--- config.mk ---
export PLATFORM = sky130hd
export DESIGN_NAME = mem_pipeline_reg
export DESIGN_NICKNAME = d
export VERILOG_FILES = /design/src/rtl/isa_pkg.sv /design/src/rtl/mem_pipeline_reg.sv
export VERILOG_INCLUDE_DIRS = /design/src /design/src/rtl
export SDC_FILE = /design/constraint.sdc
export NUM_CORES = 1
export LEC_CHECK = 0
export ABC_AREA = 0
export BUFFER_PORTS_ARGS = -buffer_cell sky130_fd_sc_hd__buf_4
export CORE_MARGIN = 3
export CORE_UTILIZATION = 42
export CTS_CLUSTER_DIAMETER = 40
export DETAILED_ROUTE_END_ITERATION = 10
export PLACE_DENSITY_LB_ADDON = 0.25
export SYNTH_ARGS = -nofsm -noshare
export SYNTH_HDL_FRONTEND = slang
export SYNTH_SLANG_ARGS = --single-unit
export TNS_END_PERCENT = 100
--- constraint.sdc ---
create_clock -name clk -period 1.8 [get_ports clk]
set_input_delay 0.18 -clock clk [delete_from_list [all_inputs] [get_ports clk]]
set_output_delay 0.18 -clock clk [all_outputs]
set_load 0.01 [all_outputs]
--- src/rtl/core_defs.svh ---
`ifndef CORE_DEFS_SVH
`define CORE_DEFS_SVH

// data path and byte address width
`define XLEN 32

// shared instruction and data RAM, in 32-bit words
`define MEM_WORDS 256

// word index width, log2 of MEM_WORDS
`define MEM_AW 8

`endif

--- src/rtl/isa_pkg.sv ---
`default_nettype none
`include "core_defs.svh"

package isa_pkg;

    typedef enum logic [3:0] {
        EQ, NE, CS, CC, MI, PL, VS, VC,
        HI, LS, GE, LT, GT, LE, AL, NV
    } cond_e;

    // encodings as seen by the ALU outside
    typedef enum logic [2:0] {
        ADD = 3'b000,
        SUB = 3'b001,
        AND = 3'b010,
        ORR = 3'b011,
        XOR = 3'b111
    } alu_op_e;

    typedef struct packed {
        cond_e       cond;
        logic [6:0]  opcode;
        logic        s;
        logic [3:0]  rn;
        logic [3:0]  rd;
        logic [11:0] imm12;
    } instr_layout;

    typedef struct packed {
        cond_e             cond;
        logic [6:0]        opcode;
        logic              s;
        logic [3:0]        rn;
        logic [3:0]        rd;
        logic [1:0]        shift_op;
        logic [11:0]       imm12;
        logic [`XLEN-1:0]  imm_branch;
        logic              p;
        logic              u;
        logic              w;
        logic [`XLEN-1:0]  pc;
        logic [`XLEN-1:0]  raw;
    } decoded_t;

    typedef struct packed {
        logic [1:0] sel_pc;
        logic       sel_branch_imm;
        logic       sel_a;
        logic       sel_b;
        alu_op_e    alu_op;
        logic       sel_pre_indexed;
        logic       en_status;
        logic [1:0] sel_w_addr1;
        logic       w_en1;
        logic       mem_w_en;
    } ctrl_t;

    // opcode classes
    function automatic logic is_dp(logic [6:0] op);
        return (op[6] == 1'b0) && (op[5:4] != 2'b10);
    endfunction

    function automatic logic is_mem(logic [6:0] op);
        return (op[6:5] == 2'b11) || (op[6:3] == 4'b1000);
    endfunction

    function automatic logic is_branch(logic [6:0] op);
        return op[6:3] == 4'b1001;
    endfunction

endpackage

`default_nettype wire

--- src/rtl/mem_pipeline_reg.sv ---
`timescale 1ns/1ps
`default_nettype none
`include "core_defs.svh"

module mem_pipeline_reg
    import isa_pkg::*;
(
    input  logic              clk,
    input  logic              rst_n,
    input  logic              fetch_valid,
    input  logic [`XLEN-1:0]  fetch_word,
    input  logic [`XLEN-1:0]  fetch_pc,
    input  logic              fetch_ref,
    input  logic              branch_ref,
    input  logic              stall,
    output decoded_t          instr,
    output logic              instr_valid
);

    instr_layout f;
    decoded_t    next;

    // field split of the incoming word
    always_comb begin
        f = instr_layout'(fetch_word);
        next.cond = f.cond;
        next.opcode = f.opcode;
        next.s = f.s;
        next.rn = f.rn;
        next.rd = f.rd;
        next.shift_op = f.imm12[6:5];
        next.imm12 = f.imm12;
        next.imm_branch = {{(`XLEN-23){fetch_word[20]}}, fetch_word[20:0], 2'b00};
        next.p = f.opcode[2];
        next.u = f.opcode[1];
        next.w = f.opcode[0];
        next.pc = fetch_pc;
        next.raw = fetch_word;
    end

    // a word fetched before the last taken branch is dropped here
    always_ff @(posedge clk or negedge rst_n) begin
        if (!rst_n) begin
            instr_valid <= 1'b0;
        end else if (!stall) begin
            instr_valid <= fetch_valid && (fetch_ref == branch_ref);
        end
    end

    always_ff @(posedge clk) begin
        if (!stall && fetch_valid) begin
            instr <= next;
        end
    end

endmodule

`default_nettype wire

==> reports/results.txt, run 1 <==
The flow ran to the end, and the final reports show no timing, DRC or antenna violations. Entering global routing, the biggest net connects 66 pins. The top-area cell type share of the netlist area works out to 0.770.

The first global-routing pass estimated 8260 um of wire. Setup repair after global routing left no endpoint under its margin. After synthesis, the netlist uses 7 different library cells. Once the clock tree was built, the resizer swapped 0 gates to a different size. Setup violations remaining at the end of the flow were counted as 0. TritonCTS built the clock tree. The maximum clock insertion buffer count was 2.

Type of the worst min-delay path: primary input to flop. The tools report the all-layer global routing usage as 0.156. Mean instance size in the synthesized netlist: 18.1 um2. CTS placed an instance of sky130_fd_sc_hd__clkbuf_8 at the clock tree root.

STA classifies the critical path endpoint as an output port. In the synthesized netlist the dominant register cell turns out to be sky130_fd_sc_hd__edfxtp_1. For this design the static power due to leakage is 1.76 nW. The run gives 1574 as the number of global-route vias before repair. The startpoint identified for the worst hold timing path is fetch_pc[8]. Among all cell types in the netlist, the one instantiated most often is sky130_fd_sc_hd__buf_4.

The tools report the number of hold violations in the final report as 0. The height of the die is 83.1 um. The share of flip-flops with an asynchronous set or reset after synthesis is 0.0154, and the horizontal extent of the die is 83.1 um. The run gives 0.780 as the share of synthesized area occupied by flip-flops and latches. The worst register-to-register path begins at instr_valid$_DFFE_PN0N_. The cell area power density is 942 nW/um2. Category of the critical setup timing path: flop to output port.

For the number of synthesis warnings, the log shows 0. Kind of cell with the highest combined delay on the critical path: flip-flops. In the final routed layout, each cell accounts on average for 15.5 um. The tools report the count of hold buffers inserted by post-cts repair as 1. In the post-synthesis netlist, the biggest area contributors are sky130_fd_sc_hd__edfxtp_1, sky130_fd_sc_hd__buf_4, sky130_fd_sc_hd__dfrtp_1.

Clock-pin slew was measured on the worst setup and hold paths at 0.07 ns. The commonest cells after synthesis are sky130_fd_sc_hd__buf_4, sky130_fd_sc_hd__edfxtp_1. In this run, synthesis produced a sequential element count of 65. The share of layout cells above drive strength 1 works out to 0.726.

The cell area after technology mapping is 2490 um2, and the worst clock skew is 0 ns. After routing, the total negative slack on setup checks comes to 0 ns. Walking the worst path, the cells encountered are buf_4. Among all stages on the critical path, the largest delay is contributed by sky130_fd_sc_hd__edfxtp_1.

Clock net sink count: 65. The die covers 6900 um2. sky130_fd_sc_hd__edfxtp_1 takes more of the synthesized area than any other cell. The count of buffers added on input and output ports is 201. The remaining global-route overflow was 0; the antenna violation net count after detailed routing was 0.

The initial core utilization came out at 0.442. After the first detailed-routing iteration, the DRC count stood at 71. The aggregate routed wire length is 5740 um, and the buffering stage count on the worst path with inverters included is 1. The critical path data arrival time was 1.07 ns; the global placement routability congestion was 0.677.

The post-layout utilization of the core is 0.695, and the clock latency on the worst-skew pair is 0.32 ns. Number of standard cells in the final layout excluding fillers: 371. The tools report the element type at the critical path start as a flop.

Worst IR drop on VDD: 0.524 mV. Static timing analysis puts the maximum clock frequency at 798 MHz. Fill cells in the final layout number 410.

After the last flow step, the layout net total stands at 364. The most critical setup path has its startpoint at instr[20]$_DFFE_PP_. The synthesized design contains 64 enable-type register cells. Count of final max-slew check failures: 0.

The logs give 0 for the initial antenna violation count and 1.62 ns for the required time of the critical path. The largest incremental delay on the critical path was 0.54 ns; the count of mapped cells out of synthesis was 138. The maximum fanout along the worst path is 12. The routed layout has 1558 vias.

Counting I/O delays and the setup requirement, the final critical path takes 1.25 ns. The count of unresolved DRC violations after routing was 0. The number of antenna diodes in the final layout is 0. Post-CTS timing repair inserted 0 buffers for setup. The run gives 3 as the CTS H-tree depth. Dividing the detail-routed via count by the number of cells gives 4.20. The total clock buffers created by CTS was 9. For this design the top-level I/O count stands at 204.

The final worst-path cycle share came out at 0.696. The run gives 4 as the number of optimization iterations in the first detailed-route pass. After legalization and detailed placement, the total HPWL measured 4340 um. The relative area change from synthesis to final layout came out at 57.3%. Number of placement rows: 27. The core region is 5640 um2.

Counting tap cells, the placed design contains a total of 344 instances. Across the run, the number of max-cap violations was 0.
-- registers in the layout, indices dropped and copies added, names as in the netlist --
name         cells
instr           64
instr_valid      1
-- routing by layer --
| layer | track usage | vias to the layer above | wire [um] |
|---|---|---|---|
| li1 | - | 724 | - |
| met1 | 0.136 | 720 | 1710 |
| met2 | 0.287 | 106 | 3270 |
| met3 | 0.0952 | 8 | 679 |
| met4 | 0.0579 | 0 | 74 |
| met5 | 0 | - | 0 |
-- power by group --
group	switching, mW	internal [mW]	total (mW)
Combinational	0.229	0.342	0.571
Sequential	0.0531	1.78	1.83
Clock	0.526	0.765	1.29
-- through the flow --
step / setup slack, ns / area [um2] / hold slack [ns] / total power, mW
2_1_floorplan: 0.206 / 2500 / -0.116 / 2.13
3_3_place_gp: 0.707 / 3600 / -0.0448 / 2.41
3_5_place_dp: 0.674 / 3600 / -0.0434 / 2.43
4_1_cts: 0.514 / 3820 / 0.00611 / 3.72
5_1_grt: 0.426 / 3920 / 0.000332 / 3.86
6_report: 0.547 / 3920 / 0.0243 / 3.70
-- cells in the final DEF, fill, tap and decap left out, drive strengths merged --
cell type and n:
edfxtp 64, dlygate4sd3 11, clkinvlp 1, xnor2 1, buf 202, clkinv 4, clkbuf 9, a22o 1
bufinv 2, nor2b 1, dfrtp 1, conb 2
-- final cells by class --
cell class	instances	area [um2]	area share
flip-flops and latches	65	1950	0.496
repair buffers	213	1640	0.418
clock buffers	9	124	0.0316
well taps	72	90.1	0.0230
clock inverters	7	85.1	0.0217
multi-input cells	5	38.8	0.00989
-- cell families after synthesis --
group	synth area share
buffers and inverters	0.208
DFF	0.780
AOI/OAI and AO/OA	0.00351
xor gates and xnor gates	0.00351
and+or+nand+nor	0.00351
other	0.00150
-- worst paths after layout --
path | slack (ns) | cells past startpoint | end
worst max-delay path | 0.55 | 1 | instr[96]
worst min-delay path | 0.02 | 1 | instr[40]$_DFFE_PP_
worst max register to register | 1.08 | 1 | instr_valid$_DFFE_PN0N_
worst min register to register | 0.53 | 1 | instr_valid$_DFFE_PN0N_
max in group asynchronous | 1.55 | 2 | instr_valid$_DFFE_PN0N_
min in group asynchronous | 0.17 | 2 | instr_valid$_DFFE_PN0N_
No activity file was read; power rests on OpenSTA's default activity.
==> inputs of run 2 (changes only) <==
- CORE_UTILIZATION: 42 -> 35
- clock period: 1.8 -> 1 ns (I/O delays scaled with it)
==> run 2 against run 1 <==
  * The run now ends with setup timing left
  * Design area grew 25%
  * Sequential power grew 83%
  * Utilization grew 1.6 points
  * Clock power grew 83%
  * Combinational power grew 150%
  * Worst hold slack gained 0.079 ns
  * Die area grew 19%
  * Critical path depth grew 1
==> reports/results.txt, run 2 (same netlist as run 1, synthesis figures left out) <==
The relative area change from synthesis to final layout was 96.0%; the number of placement rows was 30 (+11%). The largest registers in the layout are instr x64, instr_valid x1. The cell area power density is 1450 nW/um2 (+54%). The number of standard cells in the final layout excluding fillers is 453 (+22%).

The clock-pin slew on the worst setup and hold paths was 0.07 ns (about the same). The share of layout cells above drive strength 1 is 0.616 (-0.110). The total clock buffers created by CTS came out at 9 (unchanged). The final critical-path setup slack is -0.0946 ns (-0.642 ns).

The via-per-instance ratio was 4.00 (-4.7%); the number of violations reported at the end of detailed-routing iteration 0 was 58 (-18%). The run gives 4 (unchanged) as the number of optimization iterations in the first detailed-route pass. The tools report the HPWL after detailed placement as 4540 um (+4.6%).

On the critical path, the stage with the largest delay is an instance of sky130_fd_sc_hd__edfxtp_1. The tools report the pin count of the biggest net entering global routing as 29 (-56%). The run gives 7330 um (+28%) as the aggregate routed wire length. The logs give 0.99 ns (-0.08 ns) for the critical path data arrival time and 8180 um2 (+19%) for the total die area. The top cell types in the final layout, fill and taps aside, are sky130_fd_sc_hd__buf_4, sky130_fd_sc_hd__buf_6, sky130_fd_sc_hd__dlygate4sd3_1.

For the antenna violation net count after detailed routing, the log shows 0 (unchanged). Worst hold margin: 0.103 ns (+0.0791 ns). The tools report the CTS H-tree depth as 3 (unchanged).

The final worst-path cycle share is 1.09, and the cell count after placement is 370 (+7.6%). The clock net sink count was 65 (unchanged); the initial antenna violation count was 0 (unchanged). The maximum clock insertion buffer count was 2 (unchanged); the shortest period the worst path allows was 1.09 ns. The tools report the initial core utilization as 0.363 (-0.0790).

Walking the worst path, the cells encountered are buf_6 -> buf_4. The number of antenna repair diodes was 0 (unchanged); the horizontal extent of the die was 90.4 um (+8.9%). The run gives 6870 um2 (+22%) as the area of the core. Leaving out fill and tap cells, the most frequent cell in the layout is sky130_fd_sc_hd__buf_4. The final setup violation count is 93 (+93).

The highest clock frequency the design can meet was 914 MHz. The tools report the endpoint type of the worst setup path as an output port. The run gives 0.666 (-1.5%) as the global placement routability congestion.

The run gives 0.90 ns (-0.72 ns) as the required time of the critical path. TritonCTS built the clock tree. The run gives 204 (unchanged) as the number of top-level pins.

The tools report the worst IR drop on VDD as 0.931 mV (+78%). The category of the critical setup timing path is flop to output port. Largest incremental delay on the critical path: 0.38 ns (-0.16 ns).

The post-layout utilization of the core was 0.712 (+0.0163); the clock latency on the worst-skew pair was 0.32 ns (about the same). The worst clock skew came out at 0 ns (unchanged). Number of global-route vias before repair: 2070 (+32%).

Clock tree synthesis selected as its root buffer the cell sky130_fd_sc_hd__clkbuf_8. Top register by number of flip-flops: instr. The tools report the leakage power as 2.13 nW (+21%). The flip-flop count of the largest register, all copies and words added is 64 (unchanged), and the filler cell count in the final layout is 442 (+7.8%). The total of buffers placed on input and output ports was 201 (unchanged); the number of nets in the final layout was 422 (+16%). The maximum fanout along the worst path is 12 (unchanged), and the routed wirelength normalized by instance count is 16.2 um (+4.6%). The type of the worst min-delay path was primary input to async pin. The logs give 0 (unchanged) for the count of unresolved DRC violations after routing and 0 (unchanged) for the remaining global-route overflow. Setup repair after global routing could not meet its margin everywhere. The count of vias placed by the detailed router came out at 1813 (+16%). Number of hold violations in the final report: 0 (unchanged). The run gives 11200 um (+36%) as the first-pass GRT wire length. The count of final max-slew check failures was 0 (unchanged). The tools report the all-layer global routing usage as 0.179 (+0.0228). The sum of negative setup slack is -4.36 ns (-4.36 ns), and the height of the die is 90.4 um (+8.9%).

The final reports fail on setup timing. The run finished, with violations left. The element type at the critical path start was a flop.

For the number of max-cap violations, the log shows 0 (unchanged). The worst reg-to-reg path cell count works out to 1 (unchanged).
==> run 2: cell count changes in the layout (fill, tap and decap cells not counted) <==
cell / change
sky130_fd_sc_hd__buf_6: +93
sky130_fd_sc_hd__clkbuf_1: +1
sky130_fd_sc_hd__buf_4: -91
sky130_fd_sc_hd__clkinv_1: -1
sky130_fd_sc_hd__clkinvlp_4: -1
sky130_fd_sc_hd__buf_12: +1
sky130_fd_sc_hd__dlygate4sd3_1: +55
sky130_fd_sc_hd__clkinv_4: +1
==> run 2: stage by stage <==
stage	power [mW]	setup WS [ns]	cell area, um2
floorplan	3.83	-0.513	2500
global placement	4.36	0.0612	3660
detailed placement	4.38	0.0502	3660
CTS	7.13	-0.105	4840
global route	7.38	-0.141	4890
finish	7.11	-0.0946	4890
==> run 2: area by class of cell <==
class	instances	area, um2	share of cell area
repair buffers	271	2570	0.526
flip-flops and latches	65	1950	0.398
clock buffers	10	128	0.0261
well taps	96	120	0.0246
clock inverters	6	82.6	0.0169
multi-input cells	5	38.8	0.00793
==> run 2: worst max-delay path, delay by kind of cell, from the launching register on <==
family / cells / cell delay (ns)
buffers and inverters: 2 / 0.29
DFF: 1 / 0.38
==> run 2: what timing repair did <==
| action | CTS | global route |
|---|---|---|
| cloned | 0 | 0 |
| gates resized for setup | 83 | 10 |
| endpoints found under the hold margin | 65 | 1 |
| hold buffers | 65 | 1 |
| endpoints found under the setup margin | 97 | 108 |
| setup buffers | 1 | 0 |
==> run 2: layer usage <==
| layer | track usage | wire length, um | vias up |
|---|---|---|---|
| met5 | 0 | 0 | - |
| met4 | 0.0651 | 87 | 0 |
| met3 | 0.0850 | 793 | 9 |
| met2 | 0.327 | 4060 | 118 |
| met1 | 0.175 | 2390 | 844 |
| li1 | - | - | 842 |
==> run 2: power breakdown <==
group	total (mW)	leakage [nW]	switching, mW	internal, mW
clock	2.36	0.108	0.970	1.39
sequential	3.35	0.614	0.143	3.20
combinational	1.40	1.40	0.487	0.913
total	7.11	2.13	1.60	5.51
==> run 2: path summary, 6_finish.rpt <==
path | start | slack [ns] | end
setup / recovery | instr[20]$_DFFE_PP_ | -0.09 | instr[92]
setup reg to reg | instr_valid$_DFFE_PN0N_ | 0.23 | instr_valid$_DFFE_PN0N_
hold reg to reg | instr_valid$_DFFE_PN0N_ | 0.59 | instr_valid$_DFFE_PN0N_
min in group clk | fetch_ref | 0.14 | instr_valid$_DFFE_PN0N_
hold / removal | rst_n | 0.10 | instr_valid$_DFFE_PN0N_
max in group asynchronous | rst_n | 0.81 | instr_valid$_DFFE_PN0N_
==> inputs of run 3 (changes only) <==
- CORE_ASPECT_RATIO: default -> 2
==> run 3 against run 2 <==
  * Final cell count fell by 1.3%
  * Clock-buffer cell count rose by 2
  * Non-clock buffer count did not move
  * Sequential power barely moved
  * Sequential share of layout area fell by 0.82 points
  * Clock skew did not move
  * The run still ends with setup timing left
  * Via count rose by 0.83%
  * Wire length fell by 2.7%
  * Utilization rose by 0.75 points
  * Die area rose by 0.75%
  * First-iteration DRC count fell by 22%
==> reports/results.txt, run 3 (same netlist as run 1, synthesis figures left out) <==
The aggregate routed wire length is 7130 um (-2.7%). The top cell types in the final layout, fill and taps aside, are sky130_fd_sc_hd__buf_4, sky130_fd_sc_hd__buf_6, sky130_fd_sc_hd__dlygate4sd3_1. The tools report the number of top-level pins as 204 (unchanged).

The tree is rooted in a sky130_fd_sc_hd__clkbuf_16. The run gives 422 (unchanged) as the number of nets in the final layout. Number of max-cap violations: 0 (unchanged). For this design, the slowest cell found on the critical path is sky130_fd_sc_hd__edfxtp_1. The initial antenna violation count is 0 (unchanged), and the count of vias placed by the detailed router is 1828 (+0.83%). The number of antenna repair diodes was 0 (unchanged). The number of violations reported at the end of detailed-routing iteration 0 came out at 45 (-22%). The number of standard cells in the final layout excluding fillers is 447 (-1.3%).

The flow ran to the end, but the final reports show violations. The share of power burned in registers was 0.423 (-0.048); the switching power was 1.63 mW (+1.9%). The clock latency on the worst-skew pair was 0.32 ns (about the same); the area of the core was 6940 um2 (+1.0%). The CTS H-tree depth is 3 (unchanged). By startpoint and endpoint, the worst setup path is classified as flop to output port. Required time of the critical path: 0.90 ns (about the same). Shortest period the worst path allows: 1.15 ns (+0.0523 ns). Share of layout cells above drive strength 1: 0.611 (-0.00560). The worst clock skew is 0 ns (unchanged), and the via-per-instance ratio is 4.09 (+2.2%).

Traced cell by cell, the critical path runs through buf_6 -> buf_6. The cell count after placement was 363 (-1.9%). The type of the worst min-delay path was primary input to flop. The proportion of power drawn by the clock network came out at 0.400 (+0.068). The number of global-route vias before repair came out at 2030 (-1.9%).

The tools report the worst hold margin as 0.0441 ns (-0.0593 ns). The final worst-path cycle share works out to 1.15 (+0.0523). The combinational share of power is 0.177 (-0.020), and the clock-pin slew on the worst setup and hold paths is 0.05 ns (-0.02 ns). The register with the most flip-flops in the final layout is instr. The worst IR drop on VDD came out at 1.55 mV (+66%). The number of optimization iterations in the first detailed-route pass was 4 (unchanged); the critical path data arrival time was 1.05 ns (+0.06 ns). Post-placement worst setup slack: 0.0521 ns (+0.00194 ns).

The overall power after layout came out at 7.93 mW (+11%). The cell area power density is 1590 nW/um2 (+9.2%), and the final critical-path setup slack is -0.147 ns (-0.0523 ns). The maximum fanout along the worst path was 6 (-6); the count of final max-slew check failures was 0 (unchanged). The total of buffers placed on input and output ports is 201 (unchanged).

For the internal power summed over all cells, the log shows 6.30 mW (+14%). The endpoint type of the worst setup path is an output port. The run gives 4520 um (-0.57%) as the HPWL after detailed placement. The flip-flop count of the largest register, all copies and words added came out at 64 (unchanged). The largest registers in the layout are instr x64, instr_valid x1. The total die area was 8240 um2 (+0.75%); the count of unresolved DRC violations after routing was 0 (unchanged). TritonCTS built the clock tree. The fraction of power spent switching nets was 0.206 (-0.0193); the remaining global-route overflow was 0 (unchanged). The routed wirelength normalized by instance count was 16.0 um (-1.4%); the relative area change from synthesis to final layout was 100%. Highest clock frequency the design can meet: 872 MHz (-4.6%). Horizontal extent of the die: 65.7 um (-27%). The first-pass GRT wire length is 10600 um (-6.0%), and the global placement routability congestion is 0.715 (+7.3%). The height of the die is 125 um (+39%), and the clock net sink count is 65 (unchanged).

The initial core utilization was 0.359 (-0.00373). The cell repeated most along the worst path is sky130_fd_sc_hd__buf_6. The antenna violation net count after detailed routing was 0 (unchanged); the all-layer global routing usage was 0.177 (-0.00223). The maximum clock insertion buffer count was 2 (unchanged); the largest incremental delay on the critical path was 0.44 ns (+0.06 ns). Element type at the critical path start: a flop.

For the total clock buffers created by CTS, the log shows 9 (unchanged). The number of hold violations in the final report came out at 0 (unchanged). For the cell area after placement, the log shows 3650 um2 (-0.41%). The checks that failed: setup timing. The run gives 90 (-3.2%) as the final setup violation count. For the pin count of the biggest net entering global routing, the log shows 34 (+17%). Setup repair after global routing could not meet its margin everywhere. The tools report the total non-filler cell area in the finished layout as 4990 um2 (+2.1%). Leaving out fill and tap cells, the most frequent cell in the layout is sky130_fd_sc_hd__buf_4.

The logs give 43 (+43%) for the number of placement rows and 2.17 nW (+2.1%) for the leakage power.
run 3: cell count changes in the layout (fill, tap and decap cells not counted), sizes merged:
cell and change:
clkbuf +2, dlygate4sd3 -1, clkinv -2, buf +1
run 3: final timing paths:
check | start | endpoint | slack [ns] | depth (start not counted)
max in group asynchronous | rst_n | instr_valid$_DFFE_PN0N_ | 0.83 | 2
max | instr[20]$_DFFE_PP_ | instr[20] | -0.15 | 2
max reg2reg | instr_valid$_DFFE_PN0N_ | instr_valid$_DFFE_PN0N_ | 0.28 | 1
min reg2reg | instr_valid$_DFFE_PN0N_ | instr_valid$_DFFE_PN0N_ | 0.53 | 1
min in group asynchronous | rst_n | instr_valid$_DFFE_PN0N_ | 0.09 | 2
min | stall | instr_valid$_DFFE_PN0N_ | 0.04 | 2
run 3: cell type report:
cell class                      instances  area, um2
Multi-Input combinational cell          5       38.8
Timing Repair Buffer                  271       2590
Sequential cell                        65       1950
Clock inverter                          4       67.6
Tap cell                               90        113
Fill cell                             430       1950
Clock buffer                           12        236
run 3: power by group through the flow:
stage	clock, mW	combinational [mW]	sequential, mW
after floorplan	0	0.392	3.44
after global placement	0	1.00	3.35
after detailed placement	0	1.01	3.36
after CTS	3.26	1.38	3.34
after global routing	3.36	1.48	3.37
final	3.17	1.41	3.35
run 3: layer usage:
metal,vias to the layer above,GRT usage,wire [um]
met5,-,0,0
met4,0,0.0880,154
met3,12,0.0638,595
met2,103,0.331,4280
met1,872,0.157,2100
li1,841,-,-
run 3: through the flow:
| step | util | TNS (ns) |
|---|---|---|
| 2_1_floorplan | - | -33.29 |
| 3_3_place_gp | 0.526 | 0 |
| 3_5_place_dp | 0.526 | 0 |
| 4_1_cts | 0.714 | -5.21 |
| 5_1_grt | 0.719 | -7.97 |
| 6_report | 0.719 | -4.19 |
run 3: worst max-delay path, delay by kind of cell, from the launching register on:
kind	cells	cell delay, ns
flops	1	0.44
buf+inv	2	0.29
run 3: repair_timing:
| action | in CTS | in global routing |
|---|---|---|
| hold buffers | 65 | 0 |
| endpoints found under the setup margin | 86 | 96 |
| endpoints found under the hold margin | 65 | 0 |
| buffers inserted | 3 | 0 |
| resized for setup | 89 | 10 |
